## src/source/ahb_sram_pkg.sv

```systemverilog
package ahb_sram_pkg;

	// Bus widths
	localparam int w_data  = 32;          // AHB data bus
	localparam int w_addr  = 32;          // AHB address bus
	localparam int w_bytes = w_data / 8;  // Byte lanes per word

	// Memory sizes in words
	localparam int depth0 = 2048;  // SRAM 0
	localparam int depth1 = 512;   // SRAM 1

	// Memory map, a region is selected on the upper 16 address bits
	localparam logic [w_addr-1:0] base0       = 32'h0000_0000;  // SRAM 0 base
	localparam logic [w_addr-1:0] base1       = 32'h0001_0000;  // SRAM 1 base
	localparam logic [w_addr-1:0] region_mask = 32'hffff_0000;  // Region compare bits

	// AHB transfer type
	typedef enum logic [1:0] {
		trans_idle   = 2'b00,  // No transfer
		trans_busy   = 2'b01,  // Master inserts a pause in a burst
		trans_nonseq = 2'b10,  // Single or first transfer
		trans_seq    = 2'b11   // Following beat of a burst
	} htrans_t;

	// Address phase, driven by the master
	typedef struct packed {
		logic [w_addr-1:0] haddr;      // Byte address
		logic              hwrite;     // 1 for write
		htrans_t           htrans;     // Transfer type
		logic [2:0]        hsize;      // log2 of bytes per beat
		logic [2:0]        hburst;     // Carried, not decoded
		logic [3:0]        hprot;      // Carried, not decoded
		logic              hmastlock;  // Carried, not decoded
	} ahb_req_t;

	// Data phase response from a slave
	typedef struct packed {
		logic              hready_resp;  // Low inserts a wait state
		logic              hresp;        // High signals an error
		logic [w_data-1:0] hrdata;       // Read data
	} ahb_resp_t;

endpackage

```

## src/source/ahb_splitter.sv

```systemverilog
module ahb_splitter (
	input  logic                    clk,
	input  logic                    rst_n,
	input  ahb_sram_pkg::ahb_req_t  req,
	input  logic                    hready,
	output ahb_sram_pkg::ahb_resp_t resp,
	output ahb_sram_pkg::ahb_req_t  req0,
	output ahb_sram_pkg::ahb_req_t  req1,
	input  ahb_sram_pkg::ahb_resp_t resp0,
	input  ahb_sram_pkg::ahb_resp_t resp1
);

	import ahb_sram_pkg::*;

	// Slave owning the current data phase
	typedef enum logic [1:0] {
		tgt_none,  // Idle or busy, answered here with okay
		tgt_mem0,
		tgt_mem1,
		tgt_err    // Unmapped, answered by the default slave
	} target_t;

	// Default slave progress through the two-cycle error
	typedef enum logic [1:0] {
		err_none,   // No error in the data phase
		err_wait,   // First cycle, ready low
		err_done    // Second cycle, ready high
	} err_state_t;

	logic       hit0;        // Address in SRAM 0 region
	logic       hit1;        // Address in SRAM 1 region
	logic       active;      // nonseq or seq
	logic       accept;      // Address phase taken this cycle
	target_t    target_q;
	err_state_t err_state;

	assign hit0   = (req.haddr & region_mask) == base0;
	assign hit1   = (req.haddr & region_mask) == base1;
	assign active = req.htrans == trans_nonseq || req.htrans == trans_seq;
	assign accept = hready && active;

	// Only the addressed slave sees the transfer, the other sees idle
	always_comb begin
		req0 = req;
		req1 = req;
		if (!(hready && hit0)) begin
			req0.htrans = trans_idle;
		end
		if (!(hready && hit1)) begin
			req1.htrans = trans_idle;
		end
	end

	// Target latched at the end of every address phase
	always_ff @(posedge clk or negedge rst_n) begin
		if (!rst_n) begin
			target_q <= tgt_none;
		end else if (hready) begin
			if (!active)
				target_q <= tgt_none;
			else if (hit0)
				target_q <= tgt_mem0;
			else if (hit1)
				target_q <= tgt_mem1;
			else
				target_q <= tgt_err;
		end
	end

	// Default slave FSM
	always_ff @(posedge clk or negedge rst_n) begin
		if (!rst_n) begin
			err_state <= err_none;
		end else if (accept && !hit0 && !hit1) begin
			err_state <= err_wait;  // Back-to-back errors restart from done
		end else if (err_state == err_wait) begin
			err_state <= err_done;
		end else begin
			err_state <= err_none;
		end
	end

	// Data-phase response mux
	always_comb begin
		case (target_q)
			tgt_mem0: resp = resp0;
			tgt_mem1: resp = resp1;
			tgt_err: begin
				resp.hready_resp = err_state != err_wait;
				resp.hresp       = err_state != err_none;
				resp.hrdata      = '0;
			end
			default: begin
				resp.hready_resp = 1'b1;  // Nothing in flight
				resp.hresp       = 1'b0;
				resp.hrdata      = '0;
			end
		endcase
	end

endmodule

```

## config.mk

```make
export PLATFORM = sky130hd
export DESIGN_NAME = ahb_splitter
export DESIGN_NICKNAME = d
export VERILOG_FILES = /design/src/source/ahb_sram_pkg.sv /design/src/source/ahb_splitter.sv
export SDC_FILE = /design/constraint.sdc
export NUM_CORES = 1
export LEC_CHECK = 0
export ABC_CLOCK_PERIOD_IN_PS = 1400
export BUFFER_PORTS_ARGS = -buffer_cell sky130_fd_sc_hd__buf_2
export CORE_AREA = 2 2 95 97
export CTS_CLUSTER_DIAMETER = 40
export DETAILED_ROUTE_END_ITERATION = 10
export DIE_AREA = 0 0 97 99
export GPL_TIMING_DRIVEN = 0
export PLACE_DENSITY = 0.61
export SKIP_CTS_REPAIR_TIMING = 1
export SLEW_MARGIN = 15
export SYNTH_ARGS = -nofsm -noshare
export SYNTH_HDL_FRONTEND = slang
export SYNTH_SLANG_ARGS = --single-unit
export TNS_END_PERCENT = 50
```

## constraint.sdc

```tcl
create_clock -name clk -period 1.4 [get_ports clk]
set_clock_uncertainty 0.2 [all_clocks]
set_input_delay 0 -clock clk [delete_from_list [all_inputs] [get_ports clk]]
set_output_delay 0 -clock clk [all_outputs]
set_load 0.01 [all_outputs]
```

Word-level counts from Yosys, hierarchy flattened
Index checks and enable logic that the tools add are counted.
{"block": "op_classes", "n_eq_ne": 8, "mux": 8, "n_reduce_logical": 10}
{"operator": "$pmux W34 S3", "count": 1}
{"operator": "$logic_not A32 Y1", "count": 1}
{"operator": "$eq A16 B1 Y1 const B", "count": 1}
{"operator": "$mux W2", "count": 6}
{"operator": "$eq A2 B2 Y1 const B", "count": 4}
{"operator": "$logic_and A1 B1 Y1", "count": 5}
{"operator": "$eq A2 B1 Y1 const B", "count": 2}
{"operator": "$logic_not A1 Y1", "count": 2}
{"operator": "$ne A2 B1 Y1 const B", "count": 1}
{"operator": "$reduce_bool A2 Y1", "count": 1}
{"operator": "$logic_or A1 B1 Y1", "count": 1}
{"operator": "$mux W1", "count": 1}
{"block": "word_totals", "input_bits": 117, "output_inout_bits": 126, "elab_cells": 28, "register_bits": 4}

Depth between registers and ports, before layout
{"block": "logic_depth", "ltp_word": 6, "depth_mapped": 4}

Least setup slack after synthesis
Ideal clock, no wire load.
{"block": "synth_path", "path_kind": "register -> output", "startpoint": "register target_q[0]", "endpoint": "output port resp[0] (netlist bit)", "arrival_ns": 1.094, "required_time_ns": 1.200, "path_buffers": 2, "slack_ns": 0.106, "path_stages_with_launch": 5, "path_cell_list": "dfrtp_1 -> nor2b_1 -> buf_2 -> buf_2 -> a22o_1"}
{"item": "from (decl)", "line": "ahb_splitter.sv:34", "rtl": "target_t target_q;"}
{"item": "from (signal assigned)", "line": "ahb_splitter.sv:57", "rtl": "target_q <= tgt_none;"}
{"item": "from (signal assigned)", "line": "ahb_splitter.sv:60", "rtl": "target_q <= tgt_none;"}
{"item": "from (signal assigned)", "line": "ahb_splitter.sv:62", "rtl": "target_q <= tgt_mem0;"}
{"item": "to (decl)", "line": "ahb_splitter.sv:6", "rtl": "output ahb_sram_pkg::ahb_resp_t resp,"}

==> reports/results.tsv <==
metric	value	unit
crit end category	output port	
P&R area growth vs syn	135	%
vias in the first global route	1822	
Worst-Skew Late Latency	0.21	ns
Worst-path clk slew	0.03	ns
Core ar.	8550	µm²
post-layout net count	538	
achievable frequency	625	MHz
Yosys reg bits	4	
Ports	243	
status	finished, violations left	
Crit Path Max Fanout	10	
share of Yosys cell area claimed by the top area cell type	51.2	%
filler cell count	899	
port bufs	214	
Synth area leader	buf_4	
most common cell after layout, fill and taps aside	buf_2	
switching share of power	35.3	%
max-cap violation count	0	
Total GRT Usage	10.9	%
critical path class	flip-flop to output port	
WL/cell	11.7	µm
RSZ-0062 raised after global routing	true	
WP data arrival	1.40	ns
Critical Path RT	1.20	ns
relative slew slack	79.3	%
failing checks	negative hold slack, negative setup slack	
yosys warns	0	
Avg Synthesized Cell Area	7.82	µm²
# rows	34	
Final min period	1.60	ns
CP Launch Type	flip-flop	
worst slew pin tran	0.308	ns
global placer's final weighted congestion	0.734	
Peak supply drop	0.000268	V
Netlist cell types	20	
final setup fails	34	
most frequent cells in the layout	buf_2, buf_4, dlygate4sd3_1, a22o_1, buf_6	
count of pins over their slew limit	0	
Chip Height	99	µm
Layout Utilization	35.4	%
Initial Util	15.1	%
clock buffer count from CTS	3	
vias post-DR	2056	
die width	97	µm
diode count	0	
P_sw	506	µW
worst hold slack	-0.0625	ns
total global routing overflow	0	
clock group share of total power	16.7	%
largest net degree at the start of global routing	11	
sequential area share after synthesis	7.76	%
Mapped Area	1290	µm²
die area	9600	µm²
Post-DRT Antenna Nets	0	
Iter 0 DRT Violations	24	
clk sinks	4	
top cells by area, synth	buf_4, a22o_1, dfrtp_1	
H-tree levels	1	
Final Cycle Share	114	%
vias per cell	3.90	
syn_nets	282	
Final Total Pwr	1.43	mW
initial antenna violation count	0	
Leakage Power	1.77	nW
Post-Synthesis Cells	165	
dpl ws	-0.264	ns
CTS tree	yes	
worst min path class	input pin to flip-flop	
Final WS setup	-0.200	ns
sequential cell fraction of total power	9.6	%
Gate power share	73.7	%
Internal	926	µW
first drt pass iteration count	4	
Detailed Route WL	6.18	mm
first-pass GRT wire length	8.57	mm
Final Non-Filler Cells	527	
clk buf depth	2	
layout cell share with drive strength beyond 1	77.3	%
root buffer cell	clkbuf_8	
DP HPWL	5.14	mm
drt drc	0	
pwr dens	472	nW/µm²
final hold vios	9	
placed cells	487	
power groups by stage:
stage | logic [mW] | registers [mW] | clock network, mW
after global routing | 1.14 | 0.140 | 0.260
after global placement | 0.894 | 0.135 | 0
after floorplan | 0.491 | 0.133 | 0
after detailed placement | 0.899 | 0.135 | 0
after CTS | 0.904 | 0.134 | 0.245
final | 1.05 | 0.137 | 0.240
cells in the mapped netlist:
cell      instances
nor3_1            3
nand4_1           2
and4_1            1
o21ai_0           3
buf_2             7
nor2_1            5
nand2_1           2
nor2b_1           3
a311oi_2          1
inv_1             2
nor4_2            3
a31oi_1           2
a21oi_1           2
nor4b_1           1
clkbuf_1          1
nand3b_1          1
a22o_1           33
dfrtp_1           4
nand2b_1          1
buf_4            88
worst max-delay path: stages, from the launching register on:
cell,delay [ns]
dfrtp_2,0.43
nor2b_4,0.15
buf_6,0.13
buf_8,0.13
a22o_1,0.19
buf_2,0.14
through the flow:
stage / setup TNS [ns] / cell area, µm²
floorplan: 0 / 1290
global placement: -6.32 / 2500
detailed placement: -6.86 / 2500
CTS: -14.82 / 2540
global route: -7.91 / 3030
finish: -5.61 / 3030
registers in the layout, summed over array words and instances, names as in the netlist:
register,flops
target_q,2
err_state,2
logic make-up (layout without fill, tap and decap cells):
family	count (synthesis)	count (layout)	synth area share, %
buffers and inverters	98	352	54.8
AO/OA/AOI/OAI	41	41	26.5
AND/OR/NAND/NOR	22	22	11.0
flip-flops	4	4	7.76
metal layers:
layer	vias to the layer above	part of all wire, %	GRT usage (%)
li1	1008	-	-
met1	904	36	12.2
met2	140	53	20.6
met3	4	10	2.27
met4	0	0.99	3.25
met5	-	0	0
layout make-up:
cell class / count / area [µm²] / share of cell area, %
Buffer: 95 / 751 / 24.8
Tap cell: 108 / 135 / 4.46
Timing Repair Buffer: 252 / 1480 / 48.7
Inverter: 2 / 7.51 / 0.248
Clock buffer: 3 / 41.3 / 1.36
Multi-Input combinational cell: 63 / 518 / 17.1
Sequential cell: 4 / 103 / 3.39
final timing paths:
| check | start | end | slack, ns | cells after the start |
|---|---|---|---|---|
| max reg2reg | target_q[0]$_DFFE_PN0P_ | target_q[0]$_DFFE_PN0P_ | 0.39 | 2 |
| min reg2reg | err_state[1]$_DFF_PN0_ | err_state[1]$_DFF_PN0_ | 0.25 | 1 |
| max | target_q[1]$_DFFE_PN0P_ | resp[8] | -0.20 | 5 |
| min in group asynchronous | rst_n | target_q[0]$_DFFE_PN0P_ | 0.47 | 3 |
| max in group asynchronous | rst_n | target_q[1]$_DFFE_PN0P_ | 0.35 | 3 |
| min | hready | target_q[1]$_DFFE_PN0P_ | -0.06 | 3 |
(Power assumes the default switching activity.)
